File: src/logic/pitch_params.svh
`ifndef PITCH_PARAMS_SVH
`define PITCH_PARAMS_SVH

// Frame and sample geometry
`define FFT_NSAMPLES 64 // Bins per FFT frame, power of two
`define FFT_W 16 // Signed real/imag width from the FFT core

// Magnitude to display level
`define PEAK_SHIFT 16
`define PEAK_THRESHOLD 210 // Below this the frame counts as silence

// Detection windows, bounds are exclusive
`define LOWER_WHISTLE 20
`define UPPER_WHISTLE 28
`define LOWER_BEEP 5
`define UPPER_BEEP 12

`endif

File: src/logic/pitch_pkg.sv
`default_nettype none

`include "pitch_params.svh"

package pitch_pkg;

	typedef logic signed [`FFT_W-1:0] sample_t; // One real or imag part
	typedef logic [31:0] mag_t; // re^2 + im^2, no overflow for 16-bit parts
	typedef logic [$clog2(`FFT_NSAMPLES)-1:0] bin_t;
	typedef logic [7:0] level_t; // Saturated magnitude for display

	// Debug read port
	typedef logic [7:0] axi_addr_t;
	typedef logic [31:0] axi_data_t;
	typedef logic [1:0] axi_resp_t;

	localparam axi_resp_t RESP_OKAY = 2'b00;
	localparam axi_resp_t RESP_SLVERR = 2'b10;

	typedef enum logic {
		rd_idle, // Waiting for an address
		rd_resp // Holding data until rready
	} rd_state_t;

endpackage

`default_nettype wire

File: src/logic/fft_find_peak.sv
`default_nettype none

`include "pitch_params.svh"

module fft_find_peak import pitch_pkg::*; (
	input wire logic fft_clk,
	input wire logic reset,
	input wire logic mag_valid,
	input wire mag_t mag,
	input wire bin_t mag_bin,
	input wire logic mag_last,
	output logic peak_valid,
	output mag_t peak_mag,
	output bin_t peak_bin
);
	localparam bin_t HALF = bin_t'(`FFT_NSAMPLES / 2);

	mag_t max_mag; // Running maximum of this frame
	bin_t max_bin;

	// Maximum including the current bin
	mag_t cand_mag;
	bin_t cand_bin;

	always_comb begin
		cand_mag = max_mag;
		cand_bin = max_bin;
		if (mag_bin == '0) begin
			cand_mag = mag; // First bin restarts the search
			cand_bin = '0;
		end else if (mag_bin < HALF && mag > max_mag) begin
			cand_mag = mag; // Strictly greater, so ties keep the lower bin
			cand_bin = mag_bin;
		end
	end

	always_ff @(posedge fft_clk or posedge reset) begin
		if (reset) begin
			max_mag <= '0;
			max_bin <= '0;
			peak_valid <= 1'b0;
		end else begin
			peak_valid <= mag_valid && mag_last; // Pulse after the last bin
			if (mag_valid) begin
				if (mag_last) begin
					max_mag <= '0;
					max_bin <= '0;
				end else begin
					max_mag <= cand_mag;
					max_bin <= cand_bin;
				end
			end
		end
	end

	// Frame result
	always_ff @(posedge fft_clk) begin
		if (mag_valid && mag_last) begin
			peak_mag <= cand_mag;
			peak_bin <= cand_bin;
		end
	end

endmodule

`default_nettype wire

File: config.mk
export PLATFORM = sky130hd
export DESIGN_NAME = fft_find_peak
export DESIGN_NICKNAME = d
export VERILOG_FILES = /design/src/logic/pitch_pkg.sv /design/src/logic/fft_find_peak.sv
export VERILOG_INCLUDE_DIRS = /design/src /design/src/logic
export SDC_FILE = /design/constraint.sdc
export NUM_CORES = 1
export LEC_CHECK = 0
export BUFFER_PORTS_ARGS = -buffer_cell sky130_fd_sc_hd__clkbuf_2
export CAP_MARGIN = 25
export CORE_MARGIN = 1
export CORE_UTILIZATION = 47
export CTS_CLUSTER_DIAMETER = 30
export DETAILED_ROUTE_END_ITERATION = 6
export PLACE_DENSITY = 0.72
export SLEW_MARGIN = 20
export SYNTH_ARGS = -nofsm -noshare
export SYNTH_HDL_FRONTEND = slang
export SYNTH_SLANG_ARGS = --single-unit
export TNS_END_PERCENT = 30
File: constraint.sdc
create_clock -name fft_clk -period 6.05 [get_ports fft_clk]
set_clock_uncertainty 0.15 [all_clocks]
set_input_delay 1.5125 -clock fft_clk [delete_from_list [all_inputs] [get_ports fft_clk]]
set_output_delay 1.5125 -clock fft_clk [all_outputs]
set_load 0.005 [all_outputs]
; ---- Word-level counts from Yosys, hierarchy flattened
; Cells that the tools add are included.
[word_totals]
reg_bits = 77
latchBits = 0
mem_bits_rw = 0
romBits = 0
inputBits = 42
out_inout_bits = 39
wordCells = 16
n_memories = 0
[op_classes]
add_sub_neg = 0
multipliers = 0
div = 0
n_lt_le_gt_ge = 2
eq_ne = 0
shifts = 0
n_mux = 6
bitwise_logic = 0
n_reduce_logical = 3
[ops]
columns = op, count
row1 = 32-bit two-way mux, 3
row2 = 32-bit > comparator, 1
row3 = 6-bit two-way mux, 3
row4 = 6-bit zero test, 1
row5 = 6-bit < comparator (second input constant), 1
row6 = 1-bit logical AND, 2

; ---- Longest topological paths before layout
[logic_depth]
word_depth = 5
depth_mapped = 9
mapped_depth_nobuf = 8

; ---- Worst setup path after synthesis
; Ideal clock, no wire load.
[synth_path]
path_kind = input-to-reg
startpoint = input port mag[14]
endpoint = register peak_mag[10], data pin
setup_time_ns = 0.262
arrival_time_ns = 3.567
required_time_ns = 5.638
slack_ns = 2.071
path_stages = 8
n_path_buf = 1
cell_sequence = ha_1 -> a21oi_1 -> nand2_1 -> a221o_1 -> o311ai_2 -> nand3_2 -> buf_2 -> mux2_1
[synth_via]
elab_chain_len = 4
[synth_rtl]
columns = item, line_no
row1 = "start, declared", fft_find_peak.sv:9  ; input wire mag_t mag,
row2 = 32-bit > comparator, fft_find_peak.sv:31  ; end else if (mag_bin < HALF && mag > max_mag) begin
row3 = 1-bit logical AND, fft_find_peak.sv:31
row4 = 32-bit two-way mux, fft_find_peak.sv:31
row5 = 32-bit two-way mux, fft_find_peak.sv:28  ; if (mag_bin == '0) begin
row6 = named net cand_mag[10], fft_find_peak.sv:22  ; mag_t cand_mag;
row7 = "end signal, assigned", fft_find_peak.sv:59  ; peak_mag <= cand_mag;
row8 = "end, declared", fft_find_peak.sv:13  ; output mag_t peak_mag,
; The timed path passes the listed nets, and every way through them passes these cells.
; A chain may end at the register's enable or synchronous reset.

; ---- Final worst setup path
[layout_path]
startpoint = input port mag[14]
endpoint = register peak_mag[9], data pin
; The elaborated chain is that of the path after synthesis.

==> results.txt <==
status: finished clean
total core area: 8220 µm²
Commonest cells post-synth: dfrtp_1 (39), edfxtp_1 (38), inv_1 (35)
Mapped Nets: 385
Die X: 94.3 µm
Critical Path RT: 6.01 ns
CTS H-tree lvls: 3
Worst slew margin: 33.4%
grt total ovfl: 0
Critical Path End Type: register
post-DR vias/cell: 5.63
Diodes inserted: 0
post-synth top area share: 28.5%
max cap viols: 0
vias in the first global route: 2,825
vias: 2,843
Tcrit/Tclk final: 77.6%
top cells by area, synth: edfxtp_1 (29%), dfrtp_1 (24%), ha_1 (10%), a32o_1 (7.5%), mux2_1 (5.9%)
Seq/Total Area, Yosys: 52.9%
share of cells above drive strength 1: 30.3%
Post-Syn Instances: 311
Final Hold Fails: 0
synth unique cells: 41
total CTS buffers: 9
Cell Rows: 33
Die Y: 94.3 µm
crit start category: primary input
clk buf depth: 2
Top Ports: 81
DRC Markers: 0
FFs w/ async S/R, synth: 50.6%
fin crit period: 4.70 ns
Post CTS Setup Buffer Count: 0
area growth from synthesis to layout: 18.6%
pwr/cell area: 292 nW/µm²
Peak Freq: 213 MHz
HP Class: register to register
area of the multi-input gates: 1680 µm²
Slew @ Worst Pin: 0.999 ns
Initial Util: 48.7%
gpl congestion: 0.798
pin count of the biggest net entering global routing: 40
First-pass DRT Iterations: 4
dpl hpwl: 5.73 mm
Max Slew Vio Count: 0
remaining antenna violation count after routing: 0
Die Area: 8880 µm²
CTS resizes: 0
drt total wl: 8.32 mm
CP Class: primary input to register
leak pwr: 2.06 nW
Starting DRT DRC Count: 142
WL/cell: 16.5 µm
worst setup margin: 1.35 ns
all-layer global routing usage: 20.9%
peak supply drop: 0.150 mV
clock latency at the later pin of the worst-skew pair: 0.36 ns
total power: 0.00139 W
synthesized area: 4000 µm²
Placed Cells: 489
arrival time worst endpoint: 4.66 ns
ys flop type: dfrtp_1
Final #Nets: 469
post-synth top area cell: edfxtp_1
non-filler cells, final: 505
Max FO, Critical Path: 34
placement-stage worst setup slack: 1.01 ns
Ys Warns: 0
clk sinks: 77
Buffers on Ports: 80
first-pass GRT wire length: 13.7 mm
Util after Layout: 57.7%
CTS tree: done
Sequential cell area: 2120 µm²
TNS Setup: 0 ns
Seq cells post-synth: 77
initial antenna violation count: 0
clock root buffer: clkbuf_8
# hold bufs at CTS: 0
fill count: 705
Worst-path clk slew: 0.08 ns
Post-synth EDFFs: 38
RSZ-0062 raised after global routing: no
final setup vio count: 0
Mean Syn Cell Area: 12.9 µm²
top-count cell post-synth: dfrtp_1
==> power breakdown <==
part	internal [W]	switching (W)
Clock	0.000274	0.000198
Sequential	0.000612	0.0000263
Combinational	0.000127	0.000150
==> worst max-delay path: stages <==
cell and delay [ns]:
clkbuf_2 0.10, ha_1 0.33, a21oi_1 0.16, nand2_1 0.09
a221o_1 0.37, o311ai_2 0.54, nand3_2 0.73, buf_4 0.49
mux2_1 0.33
==> registers in the layout, summed over array words and instances, names as in the netlist <==
name / cells
peak_valid: 1
max_bin: 6
peak_bin: 6
max_mag: 32
peak_mag: 32
==> cell type report <==
type                    instances  area share [%]
repair buffers                 86            9.39
multi-input cells             186            35.4
flip-flops and latches         77            44.6
clock inverters                 6            2.35
clock buffers                  10            2.69
well taps                     105            2.77
inverters                      35            2.77
==> logic make-up (layout without fill, tap and decap cells) <==
family	count (synthesis)	in the layout	synth area share (%)
AOI/OAI and AO/OA	77	77	16.2
adders and majority gates	32	32	10.0
buffers and inverters	48	137	5.16
DFF	77	77	52.9
muxes	32	32	8.98
and+or+nand+nor	45	45	6.69
==> layout by cell type (no fill, tap or decap), types with 3 or more instances in the layout <==
| cell type | n |
|---|---|
| inv_1 | 35 |
| dfrtp_1 | 39 |
| o21ai_0 | 7 |
| a32o_1 | 30 |
| nand2_1 | 5 |
| nand4_1 | 7 |
| nand3_1 | 15 |
| clkbuf_8 | 9 |
| o2bb2ai_1 | 5 |
| ha_1 | 32 |
| clkbuf_2 | 80 |
| buf_4 | 6 |
| mux2_2 | 10 |
| edfxtp_1 | 38 |
| mux2_1 | 21 |
| nor2_1 | 4 |
| a21oi_1 | 17 |
| a21o_1 | 3 |
| bufinv_16 | 3 |
==> per-stage QoR <==
step / cell area [µm²] / hold slack, ns
3_5_place_dp: 4510 / 0.320
6_report: 4740 / 0.339
2_1_floorplan: 4000 / 0.294
4_1_cts: 4740 / 0.346
3_3_place_gp: 4510 / 0.312
5_1_grt: 4740 / 0.359
==> per-layer routing <==
layer  wire, µm  track usage [%]
met4        196             9.87
met1       3740             26.2
met3        437             5.34
met5          0                0
met2       3940             33.5
==> final timing paths <==
| kind | end | cells after the start | slack (ns) | startpoint |
|---|---|---|---|---|
| min | max_bin[5]$_DFFE_PP0P_ | 1 | 0.34 | max_bin[5]$_DFFE_PP0P_ |
| min in group asynchronous | max_mag[18]$_DFFE_PP0P_ | 3 | 1.10 | reset |
| max in group asynchronous | max_bin[2]$_DFFE_PP0P_ | 3 | 4.30 | reset |
| max | peak_mag[9]$_DFFE_PP_ | 9 | 1.35 | mag[14] |
| max reg2reg | peak_mag[9]$_DFFE_PP_ | 9 | 2.22 | max_mag[14]$_DFFE_PP0P_ |
| min reg2reg | max_bin[5]$_DFFE_PP0P_ | 1 | 0.34 | max_bin[5]$_DFFE_PP0P_ |
Power figures use the tool's default switching activity.
