`config.mk`:
```
export PLATFORM = sky130hd
export DESIGN_NAME = fft_mag_sq
export DESIGN_NICKNAME = d
export VERILOG_FILES = /design/src/logic/pitch_pkg.sv /design/src/logic/fft_mag_sq.sv
export VERILOG_INCLUDE_DIRS = /design/src /design/src/logic
export SDC_FILE = /design/constraint.sdc
export NUM_CORES = 1
export LEC_CHECK = 0
export ABC_AREA = 1
export BUFFER_PORTS_ARGS = -buffer_cell sky130_fd_sc_hd__buf_2
export CORE_ASPECT_RATIO = 0.6
export CORE_MARGIN = 8
export CORE_UTILIZATION = 67
export CTS_BUF_LIST = sky130_fd_sc_hd__clkbuf_8
export CTS_CLUSTER_DIAMETER = 150
export DETAILED_ROUTE_END_ITERATION = 8
export PLACE_DENSITY = 0.95
export SLEW_MARGIN = 20
export SYNTH_ARGS = -nofsm -noshare
export SYNTH_HDL_FRONTEND = slang
export SYNTH_SLANG_ARGS = --single-unit
```
`constraint.sdc`:
```
create_clock -name fft_clk -period 2.2 [get_ports fft_clk]
set_clock_uncertainty 0.2 [all_clocks]
set_input_delay 0.44 -clock fft_clk [delete_from_list [all_inputs] [get_ports fft_clk]]
set_output_delay 0.44 -clock fft_clk [all_outputs]
set_load 0.1 [all_outputs]
```
`src/logic/pitch_params.svh`:
```
`ifndef PITCH_PARAMS_SVH
`define PITCH_PARAMS_SVH

// Frame and sample geometry
`define FFT_NSAMPLES 64 // Bins per FFT frame, power of two
`define FFT_W 16 // Signed real/imag width from the FFT core

// Magnitude to display level
`define PEAK_SHIFT 16
`define PEAK_THRESHOLD 210 // Below this the frame counts as silence

// Detection windows, bounds are exclusive
`define LOWER_WHISTLE 20
`define UPPER_WHISTLE 28
`define LOWER_BEEP 5
`define UPPER_BEEP 12

`endif

```
`src/logic/pitch_pkg.sv`:
```
`default_nettype none

`include "pitch_params.svh"

package pitch_pkg;

	typedef logic signed [`FFT_W-1:0] sample_t; // One real or imag part
	typedef logic [31:0] mag_t; // re^2 + im^2, no overflow for 16-bit parts
	typedef logic [$clog2(`FFT_NSAMPLES)-1:0] bin_t;
	typedef logic [7:0] level_t; // Saturated magnitude for display

	// Debug read port
	typedef logic [7:0] axi_addr_t;
	typedef logic [31:0] axi_data_t;
	typedef logic [1:0] axi_resp_t;

	localparam axi_resp_t RESP_OKAY = 2'b00;
	localparam axi_resp_t RESP_SLVERR = 2'b10;

	typedef enum logic {
		rd_idle, // Waiting for an address
		rd_resp // Holding data until rready
	} rd_state_t;

endpackage

`default_nettype wire

```
`src/logic/fft_mag_sq.sv`:
```
`default_nettype none

`include "pitch_params.svh"

module fft_mag_sq import pitch_pkg::*; (
	input wire logic fft_clk,
	input wire logic reset,
	input wire logic do_en,
	input wire sample_t do_re,
	input wire sample_t do_im,
	output logic mag_valid,
	output mag_t mag,
	output bin_t mag_bin,
	output logic mag_last
);
	bin_t bin_cnt; // Index of the next bin from the FFT
	logic cnt_end;

	// Stage 1 registers
	mag_t re_sq;
	mag_t im_sq;
	logic sq_valid;
	logic sq_last;
	bin_t sq_bin;

	assign cnt_end = (bin_cnt == bin_t'(`FFT_NSAMPLES - 1));

	// Control path, counter and valid/last pipeline
	always_ff @(posedge fft_clk or posedge reset) begin
		if (reset) begin
			bin_cnt <= '0;
			sq_valid <= 1'b0;
			sq_last <= 1'b0;
			mag_valid <= 1'b0;
			mag_last <= 1'b0;
		end else begin
			if (do_en)
				bin_cnt <= cnt_end ? '0 : bin_cnt + 1'b1; // Wrap at frame end
			sq_valid <= do_en;
			sq_last <= do_en && cnt_end; // Last bin of the frame
			mag_valid <= sq_valid;
			mag_last <= sq_last;
		end
	end

	// Data path, squares then sum
	always_ff @(posedge fft_clk) begin
		re_sq <= do_re * do_re; // Operands sign-extended to 32 bits
		im_sq <= do_im * do_im;
		sq_bin <= bin_cnt; // Index rides along with the data
		mag <= re_sq + im_sq;
		mag_bin <= sq_bin;
	end

endmodule

`default_nettype wire

```
==> results of run 1 <==
[Yosys cell counts (17+ instances only)]
| cell | n | share of area, % |
|---|---|---|
| a21oi_1 | 79 | 1.6 |
| clkbuf_1 | 65 | 1.0 |
| dfxtp_1 | 106 | 8.8 |
| fa_1 | 469 | 39 |
| ha_1 | 210 | 11 |
| inv_1 | 948 | 15 |
| nand2_1 | 775 | 12 |
| nand3_1 | 104 | 2.2 |
| nand4_1 | 26 | 0.67 |
| nor2_1 | 125 | 1.9 |
| nor3_1 | 27 | 0.56 |
| o21ai_0 | 17 | 0.35 |
| o21bai_1 | 28 | 0.87 |
| xor2_1 | 72 | 2.6 |
[routing by layer]
metal / track usage [%] / GRT overflow
met5: 56.1 / 5
met4: 78.8 / 99
met2: 89.7 / 89
met1: 82.5 / 23
met3: 78.4 / 32
[kinds of logic after synthesis]
group,count (synthesis)
and+or+nand+nor,1092
buffers and inverters,1018
adders and majority gates,679
AOI/OAI and AO/OA,135
DFF,116
xor gates and xnor gates,85
muxes,2
[timing repair]
action	in CTS
gates resized for setup	752
buffers inserted	84
hold buffers	2
gates cloned	5
pin swaps	317
setup endpoints to repair	65
hold endpoints to repair	11
[stage by stage]
step           setup TNS, ns  util (%)  cell area, µm²  cells  setup slack (ns)
3_3_place_gp         -169.20      81.1           29200   3974             -3.40
4_1_cts              -146.03      92.3           33200   4096             -3.12
3_5_place_dp         -184.20      81.1           29200   3974             -3.77
2_1_floorplan        -146.21         -           26300   3127             -3.24
==> reports/metrics.yaml, run 1 <==
synth:
  synth_edf_count: 0
  synth-simple-area-share_pct: 18.4
  synthArstFlopShare_pct: 8.62
  synth_compound_area_share_pct: 3.20
  synth_adder_area_share_pct: 49.7
  synth_fp_nets: 3841
  synth_xor_area_share_pct: 3.08
  synth_top_family_by_area: "adder cells"
  ys_seq_elements: 116
  ys.flop_type: "dfxtp_1"
  synth_area_per_cell_um2: 7.74
  synth_cell_type_count: 33
  ys_warn_count: 0
  syn-cell-area_um2: 24200
  ys_seq_area_share_pct: 9.80
  netlist_instances: 3127
  muxShareOfSynthArea_pct: 0.0931
status:
  firstError: "[ERROR GRT-0116] Global routing finished with congestion. Check the congestion regions in the DRC Viewer."
  status: "did not finish"
  stop_stage: "global routing"
floorplan:
  die_w_um: 261
  num_io_pins: 75
  dieHeight_um: 163
  rows: 54
  initial_core_util_pct: 67.3
global_routing:
  track_usage_pct: 82.4
  grt-ovfl-total: 248
  grt_max_degree: 17
  grt_pass1_vias: 36687
  grt_pass1_wl_mm: 257
place:
  port_buffers: 74
  gp_congestion: 1.15
  dp_hpwl_mm: 73.2
clocking:
  htreeDepth: 4
  cts_root_buf: "clkbuf_8"
  numCtsBuffers: 25
  cts.sinks: 116
  clock_path_buffers: 3
==> run 2, diff against run 1 <==
--- a/config.mk
+++ b/config.mk
@@ -8,13 +8,10 @@
 export LEC_CHECK = 0
 export ABC_AREA = 1
 export BUFFER_PORTS_ARGS = -buffer_cell sky130_fd_sc_hd__buf_2
-export CORE_ASPECT_RATIO = 0.6
 export CORE_MARGIN = 8
-export CORE_UTILIZATION = 67
-export CTS_BUF_LIST = sky130_fd_sc_hd__clkbuf_8
-export CTS_CLUSTER_DIAMETER = 150
+export CORE_UTILIZATION = 40
 export DETAILED_ROUTE_END_ITERATION = 8
-export PLACE_DENSITY = 0.95
+export PLACE_DENSITY_LB_ADDON = 0.15
 export SLEW_MARGIN = 20
 export SYNTH_ARGS = -nofsm -noshare
 export SYNTH_HDL_FRONTEND = slang
==> reports/metrics.yaml, run 2 <==
floorplan:
  rows: 90
  core_area_um2: 60100
  initial_core_util_pct: 40.2
  dieHeight_um: 262
  num_io_pins: 75
  die_w_um: 262
  die_area_um2: 68600
timing:
  post-route-period-util_pct: 236
  tightest_slew_ns: 0.526
  fin_crit_ns: 5.19
  setup_viol_count_final: 56
  fin_ws_ns: -2.99
  fmax_mhz: 193
  hold_viol: 0
  holdWs_ns: 0.125
  slew_violations: 0
  max-slew-margin-rel_pct: 64.7
  rsz0062_at_grt: "yes"
final_layout:
  antenna_cells: 0
  final_common_cell: "inv_1"
  layout_common_cells: "inv_1 (788), nand2_1 (568), fa_1 (430)"
  largestRegisters: "mag (32), im_sq (31), re_sq (31)"
  largest_reg_flops: 32
  drive_gt1_share_pct: 34.9
  top_register: "mag"
  syn_to_final_growth_pct: 40.8
  final_nets: 4348
synth:
  yosysTopAreaCell: "fa_1"
  syn-cell-area_um2: 24200
  synthArstFlopShare_pct: 8.62
  netlist_instances: 3127
  synth_edf_count: 0
  synth_adder_area_share_pct: 49.7
  synth_top_family_by_area: "adder cells"
  muxShareOfSynthArea_pct: 0.0931
  synth_compound_area_share_pct: 3.20
  ys_seq_area_share_pct: 9.80
  ys_warn_count: 0
  ys.flop_type: "dfxtp_1"
  synth_xor_area_share_pct: 3.08
  synth-simple-area-share_pct: 18.4
  synth_cell_type_count: 33
  yosys.cell_count.top_type: "inv_1"
  synth_fp_nets: 3841
  synth_top_area_share_pct: 38.8
  netlist_top_cells_area: "fa_1 (39%), inv_1 (15%), nand2_1 (12%)"
  ys_seq_elements: 116
  ys_top_cells_by_count: "inv_1 (948), nand2_1 (775), fa_1 (469)"
  synth_area_per_cell_um2: 7.74
global_routing:
  track_usage_pct: 19.5
  antenna_found_initial: 0
  grt_pass1_wl_mm: 108
  grt-ovfl-total: 0
  grt_pass1_vias: 22149
  grt_max_degree: 17
routing:
  num_vias: 20360
  wl_per_cell_um: 14.7
  drtIter0Drc: 758
  finalWirelength_mm: 65.2
  drt-vias-per-instance: 4.60
  drc: 0
  dr.pass1.iters: 5
  drtAntennaViolNets: 0
setup_path:
  critPathCaptureType: "flip-flop"
  cp.arrival_ns: 5.28
  crit_required_ns: 2.30
  r2r_end: "mag[23]"
  path_class: "input pin to flip-flop"
  reg2reg_slack_ns: 0.19
  r2r-start: "re_sq[21]"
  cp-start-kind: "input pin"
  critPathMaxFanout: 5
  reg2regPathDepth: 8
clocking:
  numCtsBuffers: 17
  cts.sinks: 116
  clk_pin_slew_worst_paths_ns: 0.06
  cts_tree: "done"
  clock_path_buffers: 2
  htreeDepth: 4
  clkLatencyLatePin_ns: 0.42
  cts_root_buf: "clkbuf_16"
min_path:
  min_from: "sq_bin[1]"
  min_path_type: "flip-flop to flip-flop"
  hold_depth: 0
  holdPathEnd: "mag_bin[1]"
status:
  violations: "negative setup slack"
  status: "finished with violations"
place:
  port_buffers: 74
  dp_hpwl_mm: 56.3
  gp_congestion: 0.922
job:
  max_cap_viol_count: 0
==> run 2: critical path: stages <==
cell,delay (ns)
buf_12,0.12
buf_8,0.13
nand2_4,0.07
inv_4,0.04
fa_2,0.63
fa_2,0.50
buf_6,0.16
fa_1,0.48
fa_1,0.59
fa_1,0.45
fa_1,0.56
ha_4,0.22
a21oi_1,0.21
nor2_1,0.09
nor2_1,0.20
nand2_1,0.09
nand3b_1,0.16
nand2_1,0.07
nand2_2,0.07
==> run 2: final cells by class <==
class	instances	area, µm²
clock buffer	17	425
clock inverter	15	173
fill	5451	26000
inverter	952	3660
multi-input combinational	1993	21300
sequential	116	2370
tap	782	978
timing repair buffer	554	5130
==> run 2: worst max path at each step <==
stage,start,end,slack (ns),depth (start not counted)
after global routing,do_re[15],re_sq[28],-3.14,19
after detailed placement,do_re[15],re_sq[28],-3.60,20
final,do_re[15],re_sq[28],-2.99,19
after floorplan,do_re[15],re_sq[31],-3.24,24
after global placement,do_re[15],re_sq[28],-3.60,20
after CTS,do_re[15],re_sq[27],-2.92,21
==> run 2: through the flow <==
| step | instances | TNS (ns) | worst slack, ns | util, % | instance area (µm²) |
|---|---|---|---|---|---|
| CTS | 4404 | -138.29 | -2.92 | 54.8 | 33000 |
| finish | 4429 | -139.43 | -2.99 | 56.7 | 34100 |
| global placement | 4307 | -173.14 | -3.60 | 49.6 | 29800 |
| detailed placement | 4307 | -174.31 | -3.60 | 49.6 | 29800 |
| floorplan | 3127 | -146.21 | -3.24 | - | 26300 |
| global route | 4429 | -146.55 | -3.14 | 56.7 | 34100 |
==> run 2: timing repair <==
action / 4_1_cts / 5_1_grt
gates cloned: 6 / 0
gates resized for setup: 541 / 252
pin swaps: 282 / 260
buffers inserted: 57 / 31
endpoints found under the setup margin: 57 / 57
hold endpoints to repair: 11 / 0
hold buffers: 2 / 0
==> run 2: cell families (layout without fill, tap and decap cells) <==
logic type	count (synthesis)	count (layout)
AOI/OAI and AO/OA	135	135
muxes	2	2
adders and majority gates	679	679
xor gates and xnor gates	85	85
buffers and inverters	1018	1538
and+or+nand+nor	1092	1092
DFF	116	116
==> run 2: per-layer routing <==
metal	vias up	track usage (%)	share of wire, %
met5	-	0	0
met2	302	34.5	50
li1	10003	-	-
met4	0	4.63	2.1
met1	9976	25.3	45
met3	79	2.38	3.2
Power of run 2 is not shown: default switching activity piles up to over one toggle a cycle in this logic, so the estimate is an artifact.
