==> config.mk <==
export PLATFORM = sky130hd
export DESIGN_NAME = pitch_classifier
export DESIGN_NICKNAME = d
export VERILOG_FILES = /design/src/logic/pitch_pkg.sv /design/src/logic/pitch_classifier.sv
export VERILOG_INCLUDE_DIRS = /design/src /design/src/logic
export SDC_FILE = /design/constraint.sdc
export NUM_CORES = 1
export LEC_CHECK = 0
export ABC_AREA = 1
export BUFFER_PORTS_ARGS = -buffer_cell sky130_fd_sc_hd__buf_2
export CELL_PAD_IN_SITES_DETAIL_PLACEMENT = 0
export CELL_PAD_IN_SITES_GLOBAL_PLACEMENT = 1
export CORE_MARGIN = 1.5
export CORE_UTILIZATION = 29
export CTS_BUF_LIST = sky130_fd_sc_hd__clkbuf_4 sky130_fd_sc_hd__clkbuf_8
export DETAILED_ROUTE_END_ITERATION = 8
export MAX_ROUTING_LAYER = met4
export PLACE_DENSITY_LB_ADDON = 0.12
export SYNTH_ARGS = -nofsm -noshare
export SYNTH_HDL_FRONTEND = slang
export SYNTH_SLANG_ARGS = --single-unit
==> constraint.sdc <==
create_clock -name fft_clk -period 0.88 [get_ports fft_clk]
set_clock_uncertainty 0.15 [all_clocks]
set_input_delay 0.044 -clock fft_clk [delete_from_list [all_inputs] [get_ports fft_clk]]
set_output_delay 0.044 -clock fft_clk [all_outputs]
set_load 0.03 [all_outputs]
==> src/logic/pitch_params.svh <==
`ifndef PITCH_PARAMS_SVH
`define PITCH_PARAMS_SVH

// Frame and sample geometry
`define FFT_NSAMPLES 64 // Bins per FFT frame, power of two
`define FFT_W 16 // Signed real/imag width from the FFT core

// Magnitude to display level
`define PEAK_SHIFT 16
`define PEAK_THRESHOLD 210 // Below this the frame counts as silence

// Detection windows, bounds are exclusive
`define LOWER_WHISTLE 20
`define UPPER_WHISTLE 28
`define LOWER_BEEP 5
`define UPPER_BEEP 12

`endif

==> src/logic/pitch_pkg.sv <==
`default_nettype none

`include "pitch_params.svh"

package pitch_pkg;

	typedef logic signed [`FFT_W-1:0] sample_t; // One real or imag part
	typedef logic [31:0] mag_t; // re^2 + im^2, no overflow for 16-bit parts
	typedef logic [$clog2(`FFT_NSAMPLES)-1:0] bin_t;
	typedef logic [7:0] level_t; // Saturated magnitude for display

	// Debug read port
	typedef logic [7:0] axi_addr_t;
	typedef logic [31:0] axi_data_t;
	typedef logic [1:0] axi_resp_t;

	localparam axi_resp_t RESP_OKAY = 2'b00;
	localparam axi_resp_t RESP_SLVERR = 2'b10;

	typedef enum logic {
		rd_idle, // Waiting for an address
		rd_resp // Holding data until rready
	} rd_state_t;

endpackage

`default_nettype wire

==> src/logic/pitch_classifier.sv <==
`default_nettype none

`include "pitch_params.svh"

module pitch_classifier import pitch_pkg::*; (
	input wire logic fft_clk,
	input wire logic reset,
	input wire logic peak_valid,
	input wire mag_t peak_mag,
	input wire bin_t peak_bin,
	output logic pitch_valid,
	output bin_t pitch_bin,
	output level_t peak_level,
	output logic whistle_detected,
	output logic beep_detected
);
	mag_t shifted;
	level_t level; // Saturated to 8 bits
	logic loud;
	bin_t sel_bin; // Bin after the silence check
	logic in_whistle;
	logic in_beep;

	assign shifted = peak_mag >> `PEAK_SHIFT;
	assign level = (shifted > mag_t'(255)) ? 8'hFF : level_t'(shifted);
	assign loud = (int'(level) >= `PEAK_THRESHOLD);
	assign sel_bin = loud ? peak_bin : '0; // Silence reports bin 0

	// Ranges checked on this frame's bin
	assign in_whistle = (int'(sel_bin) > `LOWER_WHISTLE) && (int'(sel_bin) < `UPPER_WHISTLE);
	assign in_beep = (int'(sel_bin) > `LOWER_BEEP) && (int'(sel_bin) < `UPPER_BEEP);

	always_ff @(posedge fft_clk or posedge reset) begin
		if (reset) begin
			pitch_valid <= 1'b0;
			pitch_bin <= '0;
			peak_level <= '0;
			whistle_detected <= 1'b0;
			beep_detected <= 1'b0;
		end else begin
			pitch_valid <= peak_valid;
			whistle_detected <= peak_valid && in_whistle; // One cycle pulses
			beep_detected <= peak_valid && in_beep;
			if (peak_valid) begin
				pitch_bin <= sel_bin;
				peak_level <= level; // Held until the next frame
			end
		end
	end

endmodule

`default_nettype wire

### Word-level counts from Yosys, hierarchy flattened

Cells that the tools add are included.

| word-level totals | value |
|---|---|
| register bits after elaboration | 17 |
| input bits | 41 |
| output and inout port bits | 17 |
| logic and storage cells | 17 |

| cells by class | value |
|---|---|
| order comparisons | 6 |
| muxes and demuxes | 2 |
| reduce and logical (&&, ||, !) cells | 4 |

Operators by type and width:

| kind | number |
|---|---|
| 16-bit by 8-bit greater-than comparator with 1-bit output, second input constant | 1 |
| 8-bit greater-or-equal comparator, second input constant | 1 |
| 8-bit two-way mux | 1 |
| 6-bit by 3-bit greater-than comparator with 1-bit output, second input constant | 1 |
| 6-bit by 5-bit greater-than comparator with 1-bit output, second input constant | 1 |
| 6-bit by 4-bit less-than comparator with 1-bit output, second input constant | 1 |
| 6-bit by 5-bit less-than comparator with 1-bit output, second input constant | 1 |
| 6-bit two-way mux | 1 |
| 1-bit logical AND | 4 |

### Logic depth before layout (Yosys ltp)

Gate-level depths: netlist of the first run.

| depth | value |
|---|---|
| word-level depth | 7 |
| mapped depth | 11 |
| depth with buffers taken out | 11 |

### Worst setup path before layout of the first run

Ideal clock, no wire load.

| path | value |
|---|---|
| kind | input to register |
| from | input port peak_mag[29] |
| to | register beep_detected |
| setup time | 0.069 ns |
| arrival time | 0.998 ns |
| data required time | 0.661 ns |
| setup slack | -0.337 ns |
| stages | 11 |
| path buffers | 0 |
| cells stage by stage | nor2_2 > nand2_4 > nor2_8 > nand3_4 > nand2_4 > nand2_4 > nand4_1 > nand2_1 > nor2_2 > nand2_1 > nor2_2 |

| on the way | value |
|---|---|
| longest elaborated chain between the ends | 7 |
| elaborated cells on any way between the ends | 8 |
| those cells by class | order compare (4); mux (2); reduce/logical (2) |

RTL lines:

| what | RTL line | RTL |
|---|---|---|
| start, declared | pitch_classifier.sv:9 | `input wire mag_t peak_mag,` |
| 16-bit by 8-bit greater-than comparator with 1-bit output (*) | pitch_classifier.sv:25 | `assign level = (shifted > mag_t'(255)) ? 8'hFF : level_t'(shifted);` |
| 8-bit two-way mux (*) | pitch_classifier.sv:25 |  |
| 8-bit greater-or-equal comparator (no source line) (*) | - |  |
| 6-bit two-way mux (*) | pitch_classifier.sv:27 | `assign sel_bin = loud ? peak_bin : '0;` |
| 6-bit by 3-bit greater-than comparator with 1-bit output (no source line) or 6-bit by 4-bit less-than comparator with 1-bit output (tied branches) | - |  |
| 1-bit logical AND (*) | pitch_classifier.sv:31 | `` assign in_beep = (int'(sel_bin) > `LOWER_BEEP) && (int'(sel_bin) < `UPPER_BEEP); `` |
| 1-bit logical AND (*) | pitch_classifier.sv:43 | `beep_detected <= peak_valid && in_beep;` |
| end signal, assigned | pitch_classifier.sv:43 |  |
| end, declared | pitch_classifier.sv:15 | `output logic beep_detected` |

Every way passes the cells marked *; elsewhere a longest branch is shown, timed or not.
A chain may end at the register's enable or synchronous reset.

### Worst setup path after layout of the first run

| path | value |
|---|---|
| from | register peak_level[4] |
| to | output port peak_level[4] |

RTL lines:

| what | RTL line | RTL |
|---|---|---|
| start, declared | pitch_classifier.sv:13 | `output level_t peak_level,` |
| start signal, assigned | pitch_classifier.sv:46 | `peak_level <= level;` |

No word-level cell between the ends.

==> results.md, run 1 <==
* Pwr dens at 1080 nW/um2
* Maximum VDD drop at 0.000720 V
* Drt initial violations at 15
* Area contributors post-synth: sky130_fd_sc_hd__dfrtp_1, sky130_fd_sc_hd__nor2_1, sky130_fd_sc_hd__nand2_1
* Most frequent cells after synthesis: sky130_fd_sc_hd__dfrtp_1, sky130_fd_sc_hd__nor2_1, sky130_fd_sc_hd__nand2_1
* Global route overflow at 0
* Final antenna-violating net count at 0
* Hold Startpoint: peak_bin[5]
* Critical path's slowest cell: sky130_fd_sc_hd__dfrtp_2
* Die Wd at 57.9 um
* Required time worst endpoint at 0.69 ns
* DRC violation count after routing at 2
* Main flop type after synthesis: sky130_fd_sc_hd__dfrtp_1
* Shortest clock period the worst path allows after layout at 1.05 ns
* Worst relative slew slack at 0.843
* Die height at 57.9 um
* Most common cell in the netlist: sky130_fd_sc_hd__dfrtp_1
* Number of antenna violations at the first check in global routing at 0
* Post-route standard cell area excluding fillers at 1640 um2
* Share of the core filled with cells in the final layout at 0.585
* Master cell of the clock root buffer: sky130_fd_sc_hd__clkbuf_4
* Wire per inst at 12.0 um
* Number of levels in the clock H-tree at 1
* Maximum number of pins on one net before global-route repair at 18
* Cell row count at 19
* Startpoint Class: flop
* Number of placed instances with taps included at 173
* Setup repair after global routing missed its margin: true
* Worst setup slack after layout at -0.174 ns
* Worst Hold Margin at -0.107 ns
* Fraction of registers with async set/reset at 1.00
* Warning count from the yosys run at 0
* Crit Reg-Reg Startpoint: pitch_bin[1]
* Crit path buffers/inverters at 1
* Leakage Power at 0.793 nW
* Via count at 924
* Post-DR vias/cell at 4.62
* Avg Synthesized Cell Area at 9.30 um2
* Delay of the slowest critical-path stage at 0.43 ns
* Aggregate routed wire length at 2.39 mm
* Final number of max-transition violations at 0
* Overall routing resource usage at 0.169
* Final Hold Violating Endpoints at 8
* Hold/Removal Path Class: in -> reg
* Total standard cell area after synthesis at 875 um2
* Peak fanout along the critical path at 2
* Port bufs at 41
* Post-layout nets at 211
* Total clock buffers created by CTS at 3
* Number of flops mapped to enable cells by yosys at 0
* Violations in the final reports: design-rule violations, negative hold slack, negative setup slack
* Post-synthesis share of cell area spent on xor and xnor gates at 0
* Area share of the leading cell type in the synthesized netlist at 0.486
* Launching element of the worst setup path: peak_level[4]
* First-pass GRT wire length at 4.22 mm
* Number of library cell types mapped by synthesis at 22
* Routability Congestion at 0.749
* Number of iterations in the first detailed-routing pass at 6
* Crit path arrival time at 0.86 ns
* Share of the yosys chip area belonging to registers at 0.486
* Max-cap violations at 0
* Setup-violating endpoint count in the final report at 27
* Final cell count without fillers at 200
* Largest family of logic cells by synthesized area: simple AND/OR/NAND/NOR gates
* Area enclosed by the die boundary at 3350 um2
* I/O Pins at 58
* Number of nets produced by synthesis at 135
* Half-perimeter wire length of the detailed placement result at 1.74 mm
* Initial Util at 0.312
* Cell chain of the critical path: buf_6
* Multiplexer share of the synthesized area at 0
* Post-synthesis compound-gate area fraction at 0.124
* Final period utilization at 1.20
* Clock-pin transition on the worst setup and hold timing paths at 0.10 ns
* Ratio of cells with drive above 1 in the final layout at 0.604
* Count of filler cells inserted in the layout at 268
* Clock tree from TritonCTS: yes
* Status: finished with violations
* Worst-margin pin slew at 0.234 ns
* Core region area at 2810 um2
* Upper clock frequency limit at 949 MHz
* Top cell type by total area after synthesis: sky130_fd_sc_hd__dfrtp_1
* Clock sink count at 17
* Number of standard cells after synthesis at 94
* Later-pin clock latency in the skew report at 0.29 ns
* Post-synthesis share of cell area spent on and, or, nand and nor gates at 0.355
* Vias in the first global route at 984
* Placed Instance Area at 1210 um2
* Kind of critical path: reg -> out
* Area Overhead vs Synth at 87.6%
* Number of antenna diodes at 0
* Maximum number of buffers from clock root to sink at 2
* Fraction of the mapped netlist area in adder cells at 0
* Total of flip-flops plus latches after synthesis at 17
* CP endpoint kind: output port
* Largest delay contributor family on the critical path: flip-flops
* Place WS at -0.492 ns
[flip-flops by register name, summed over array words and instances (netlist names)]
name              count
pitch_bin             6
peak_level            8
beep_detected         1
pitch_valid           1
whistle_detected      1
[area by class of cell]
class	instances	area, um2	share of cell area
clock buffers	4	30.0	0.0183
inverters	6	22.5	0.0137
multi-input cells	69	489	0.298
flip-flops and latches	17	435	0.265
well taps	31	38.8	0.0236
repair buffers	73	624	0.381
[cells in the final DEF, fill, tap and decap left out, types with 2 or more instances in the layout]
| master | netlist | routed |
|---|---|---|
| sky130_fd_sc_hd__buf_4 | 0 | 18 |
| sky130_fd_sc_hd__nand3_4 | 1 | 3 |
| sky130_fd_sc_hd__nor2_2 | 6 | 4 |
| sky130_fd_sc_hd__clkbuf_4 | 0 | 4 |
| sky130_fd_sc_hd__o21ai_1 | 0 | 4 |
| sky130_fd_sc_hd__dfrtp_1 | 17 | 9 |
| sky130_fd_sc_hd__nand2_1 | 15 | 14 |
| sky130_fd_sc_hd__nor2_4 | 0 | 5 |
| sky130_fd_sc_hd__inv_1 | 5 | 4 |
| sky130_fd_sc_hd__buf_2 | 0 | 19 |
| sky130_fd_sc_hd__dlygate4sd3_1 | 0 | 9 |
| sky130_fd_sc_hd__a21oi_1 | 4 | 3 |
| sky130_fd_sc_hd__nand2_4 | 4 | 3 |
| sky130_fd_sc_hd__nor2_1 | 16 | 13 |
| sky130_fd_sc_hd__buf_6 | 0 | 27 |
| sky130_fd_sc_hd__nand3_1 | 3 | 3 |
| sky130_fd_sc_hd__a31oi_1 | 3 | 3 |
| sky130_fd_sc_hd__nand2_2 | 1 | 2 |
| sky130_fd_sc_hd__dfrtp_2 | 0 | 8 |
[per-stage QoR]
step	power [mW]	TNS [ns]
after floorplan	1.04	-1.70
after detailed placement	1.20	-4.56
final	1.78	-3.23
after CTS	1.78	-3.53
after global routing	1.89	-4.53
after global placement	1.20	-4.13
[where the power goes]
part / switching [mW] / total, mW / leakage [nW] / internal [mW]
clock network: 0.242 / 0.449 / 0.0184 / 0.207
registers: 0.0235 / 0.838 / 0.180 / 0.815
logic: 0.245 / 0.491 / 0.594 / 0.246
[worst paths after layout]
kind | end | slack (ns) | cells after the start
max reg2reg | pitch_bin[1] | -0.12 | 4
max | peak_level[4] | -0.17 | 1
min | pitch_bin[5] | -0.11 | 3
min reg2reg | pitch_bin[4] | 0.36 | 1
min in group asynchronous | peak_level[3] | 0.14 | 4
max in group asynchronous | peak_level[1] | 0.23 | 4
[cells by family (layout without fill, tap and decap cells)]
family	after synthesis	after routing
simple gates	52	52
buf+inv	8	83
flops	17	17
compound gates	17	17
[layer usage]
layer	vias up	track usage	wire, um
met3	2	0.0379	128
met2	29	0.284	1220
met1	431	0.203	1030
li1	462	-	-
met5	-	-	0
met4	0	0.0498	14
[repair_timing]
item | CTS | global route
hold endpoints to repair | 34 | 7
buffers inserted | 6 | 8
pin swaps | 2 | 3
resized for setup | 44 | 17
setup endpoints to repair | 25 | 30
hold buffers | 8 | 1
Power figures use the tool's default switching activity.
==> inputs of run 2 (changes only) <==
--- a/config.mk
+++ b/config.mk
@@ -6,12 +6,11 @@
 export SDC_FILE = /design/constraint.sdc
 export NUM_CORES = 1
 export LEC_CHECK = 0
-export ABC_AREA = 1
 export BUFFER_PORTS_ARGS = -buffer_cell sky130_fd_sc_hd__buf_2
 export CELL_PAD_IN_SITES_DETAIL_PLACEMENT = 0
 export CELL_PAD_IN_SITES_GLOBAL_PLACEMENT = 1
 export CORE_MARGIN = 1.5
-export CORE_UTILIZATION = 29
+export CORE_UTILIZATION = 28
 export CTS_BUF_LIST = sky130_fd_sc_hd__clkbuf_4 sky130_fd_sc_hd__clkbuf_8
 export DETAILED_ROUTE_END_ITERATION = 8
 export MAX_ROUTING_LAYER = met4
==> run 2 against run 1 <==
  * The run ends with negative hold slack, negative setup slack left
  * Critical path depth unchanged
  * Global-route usage down 1.2 points
  * Synthesized area down 16%
  * Critical endpoint is now peak_level[5]
  * Hold slack worse by 0.018 ns
  * Highest routed layer unchanged
  * Non-clock buffer count down 9
  * Critical path type unchanged
  * Sequential power down 0.7%
==> results.md, run 2 <==
* Status: finished with violations (unchanged)
* Violations in the final reports: negative hold slack, negative setup slack (was design-rule violations, negative hold slack, negative setup slack)
* Number of library cell types mapped by synthesis at 17 (was 22)
* Most frequent cells after synthesis: sky130_fd_sc_hd__dfrtp_1, sky130_fd_sc_hd__inv_1, sky130_fd_sc_hd__nand2_1, sky130_fd_sc_hd__o22a_1, sky130_fd_sc_hd__o22ai_1 (was sky130_fd_sc_hd__dfrtp_1, sky130_fd_sc_hd__nor2_1, sky130_fd_sc_hd__nand2_1)
* Largest delay contributor family on the critical path: flip-flops (unchanged)
* Area Overhead vs Synth at 96.9% (was 87.6%)
* Total area of multi-input combinational cells at 344 um2 (was 489 um2)
* Post-layout nets at 169 (was 211)
* Critical register-to-register path endpoint: peak_level[5] (was pitch_bin[1])
* Combinational share of power at 0.259 (was 0.276)
* Master cell of the clock root buffer: sky130_fd_sc_hd__clkbuf_4 (unchanged)
* Number of flops mapped to enable cells by yosys at 0 (unchanged)
* First-pass GRT wire length at 3.13 mm (was 4.22 mm)
* Worst Hold Margin at -0.125 ns (was -0.107 ns)
* Count of filler cells inserted in the layout at 230 (was 268)
* Worst relative slew slack at 0.790 (was 0.843)
* Die height at 54.1 um (was 57.9 um)
* Avg Synthesized Cell Area at 12.0 um2 (was 9.30 um2)
* Setup repair after global routing missed its margin: true (unchanged)
* Place WS at -0.362 ns (was -0.492 ns)
* Total of flip-flops plus latches after synthesis at 17 (unchanged)
* Crit path arrival time at 0.85 ns (was 0.86 ns)
* Launching element of the worst setup path: peak_level[5] (was peak_level[4])
* Worst-margin pin slew at 0.312 ns (was 0.234 ns)
* Switching part of the total at 0.282 (was 0.287)
* Share of the core filled with cells in the final layout at 0.582 (was 0.585)
* Minimum setup slack among reg-to-reg paths at -0.10 ns (was -0.12 ns)
* Largest registers: peak_level (8), pitch_bin (6) (unchanged)
* Overall power at 1.69 mW (was 1.78 mW)
* Register area at 435 um2 (unchanged)
* Crit path buffers/inverters at 1 (unchanged)
* Drt initial violations at 2 (was 15)
* Critical path's slowest cell: sky130_fd_sc_hd__dfrtp_2 (unchanged)
* Share of the yosys chip area belonging to registers at 0.581 (was 0.486)
* Internal power contribution at 1.21 mW (was 1.27 mW)
* Main flop type after synthesis: sky130_fd_sc_hd__dfrtp_1 (unchanged)
* Area enclosed by the die boundary at 2930 um2 (was 3350 um2)
* Maximum number of buffers from clock root to sink at 2 (unchanged)
* Startpoint Class: flop (unchanged)
* Register with the most flip-flops: peak_level (unchanged)
* Pwr dens at 1170 nW/um2 (was 1080 nW/um2)
* Maximum VDD drop at 0.00121 V (was 0.000720 V)
* Clock network fraction of design power at 0.248 (was 0.252)
* Leakage Power at 0.637 nW (was 0.793 nW)
* Final period utilization at 1.19 (was 1.20)
* Clock sink count at 17 (unchanged)
* Kind of critical path: reg -> out (unchanged)
* Maximum number of pins on one net before global-route repair at 18 (unchanged)
* Core region area at 2480 um2 (was 2810 um2)
* Switching power summed over all nets at 0.476 mW (was 0.510 mW)
* Half-perimeter wire length of the detailed placement result at 1.31 mm (was 1.74 mm)
* Global route overflow at 0 (unchanged)
* Delay of the slowest critical-path stage at 0.42 ns (was 0.43 ns)
* Crit path capture: peak_level[5] (was peak_level[4])
* Number of logic stages on the critical path including buffering at 1 (unchanged)
* Required time worst endpoint at 0.69 ns (about the same)
* Setup-violating endpoint count in the final report at 29 (was 27)
* Number of standard cells after synthesis at 61 (was 94)
* Relative contribution of sequential cells to total power at 0.493 (was 0.472)
* Clock-pin transition on the worst setup and hold timing paths at 0.10 ns (about the same)
* Shortest clock period the worst path allows after layout at 1.05 ns (about the same)
* Top cell type by total area after synthesis: sky130_fd_sc_hd__dfrtp_1 (unchanged)
* Most common cell in the netlist: sky130_fd_sc_hd__dfrtp_1 (unchanged)
* Aggregate routed wire length at 2.02 mm (was 2.39 mm)
* Die Wd at 54.1 um (was 57.9 um)
* Peak fanout along the critical path at 2 (unchanged)
* Via count at 749 (was 924)
* Later-pin clock latency in the skew report at 0.29 ns (about the same)
* Initial Util at 0.295 (was 0.312)
* Ratio of cells with drive above 1 in the final layout at 0.654 (was 0.604)
* Area share of the leading cell type in the synthesized netlist at 0.581 (was 0.486)
* Hold/Removal Path Class: in -> reg (unchanged)
* DRC violation count after routing at 0 (was 2)
* Final Hold Violating Endpoints at 13 (was 8)
* Number of antenna violations at the first check in global routing at 0 (unchanged)
* Cell row count at 18 (was 19)
* Total standard cell area after synthesis at 732 um2 (was 875 um2)
* CP endpoint kind: output port (unchanged)
* Overall routing resource usage at 0.157 (was 0.169)
* Wire per inst at 12.8 um (was 12.0 um)
* Fraction of registers with async set/reset at 1.00 (unchanged)
* Crit Reg-Reg Startpoint: peak_level[5] (was pitch_bin[1])
* Final antenna-violating net count at 0 (unchanged)
* Port bufs at 41 (unchanged)
* Upper clock frequency limit at 956 MHz (was 949 MHz)
* Vias in the first global route at 707 (was 984)
* Clock tree from TritonCTS: yes (unchanged)
* Max FFs per register at 8 (unchanged)
* Number of iterations in the first detailed-routing pass at 2 (was 6)
* Reg2reg path depth at 2 (was 4)
* Post-DR vias/cell at 4.77 (was 4.62)
* Routability Congestion at 0.736 (was 0.749)
* Total clock buffers created by CTS at 3 (unchanged)
* Final number of max-transition violations at 0 (unchanged)
* Top library cells by usage in the layout, fill and taps aside: sky130_fd_sc_hd__buf_6, sky130_fd_sc_hd__buf_2, sky130_fd_sc_hd__buf_4, sky130_fd_sc_hd__dlygate4sd3_1, sky130_fd_sc_hd__dfrtp_1 (was sky130_fd_sc_hd__buf_6, sky130_fd_sc_hd__buf_2, sky130_fd_sc_hd__buf_4, sky130_fd_sc_hd__nand2_1, sky130_fd_sc_hd__nor2_1)
* I/O Pins at 58 (unchanged)
* Leading cell type in the layout, fill and taps excluded: sky130_fd_sc_hd__buf_6 (unchanged)
* Number of nets produced by synthesis at 102 (was 135)
* Worst Hold Path Cells at 3 (unchanged)
* Number of levels in the clock H-tree at 1 (unchanged)
* Area contributors post-synth: sky130_fd_sc_hd__dfrtp_1, sky130_fd_sc_hd__o22a_1, sky130_fd_sc_hd__nor4_2 (was sky130_fd_sc_hd__dfrtp_1, sky130_fd_sc_hd__nor2_1, sky130_fd_sc_hd__nand2_1)
* Warning count from the yosys run at 0 (unchanged)
* Number of antenna diodes at 0 (unchanged)
* Cell chain of the critical path: buf_6 (unchanged)
* Worst setup slack after layout at -0.166 ns (was -0.174 ns)
* Max-cap violations at 0 (unchanged)
==> run 2: power by group through the flow <==
stage                     clock network [mW]  registers (mW)  logic [mW]
after floorplan                            0           0.902      0.0857
final                                  0.419           0.832       0.437
after global routing                   0.467           0.837       0.473
after CTS                              0.436           0.832       0.402
after global placement                     0           0.839       0.296
after detailed placement                   0           0.840       0.298
==> run 2: metrics by stage <==
step,setup TNS [ns],area (um2),instances,hold WS [ns]
floorplan,-1.49,762,61,-0.180
global placement,-5.12,1060,138,-0.0816
detailed placement,-5.43,1060,138,-0.0857
CTS,-3.23,1370,156,-0.139
global route,-4.17,1440,157,-0.129
finish,-3.11,1440,157,-0.125
==> run 2: logic make-up after synthesis <==
logic type             Yosys count  share of synthesized area
and+or+nand+nor                 18                      0.181
DFF                             17                      0.581
AOI/OAI and AO/OA               17                      0.191
buffers and inverters            9                     0.0462
==> run 2: layer usage <==
layer	routed length, um	track usage	vias to the layer above	part of all wire
met1	845	0.189	367	0.42
met3	131	0.0583	2	0.065
met4	14	0.0250	0	0.0069
met5	0	-	-	0
li1	-	-	353	-
met2	1030	0.255	27	0.51
==> run 2: area by class of cell <==
cell class	count	area share
clock buffer	3	0.0156
clock inverter	1	0.00347
inverter	7	0.0200
multi-input combinational	35	0.239
sequential	17	0.302
tap	30	0.0260
timing repair buffer	64	0.394
==> run 2: what timing repair did <==
action,CTS,global route
hold buffers,11,1
pin swaps,6,6
setup buffers,3,2
endpoints found under the hold margin,34,14
gates resized for setup,43,14
endpoints found under the setup margin,33,32
==> run 2: worst min-delay path by stage <==
stage           startpoint                to  slack (ns)
3_3_place_gp         reset  whistle_detected       -0.08
5_1_grt        peak_bin[5]      pitch_bin[5]       -0.13
2_1_floorplan        reset     beep_detected       -0.18
3_5_place_dp         reset  whistle_detected       -0.09
6_report       peak_bin[5]      pitch_bin[5]       -0.13
4_1_cts        peak_bin[5]      pitch_bin[5]       -0.14
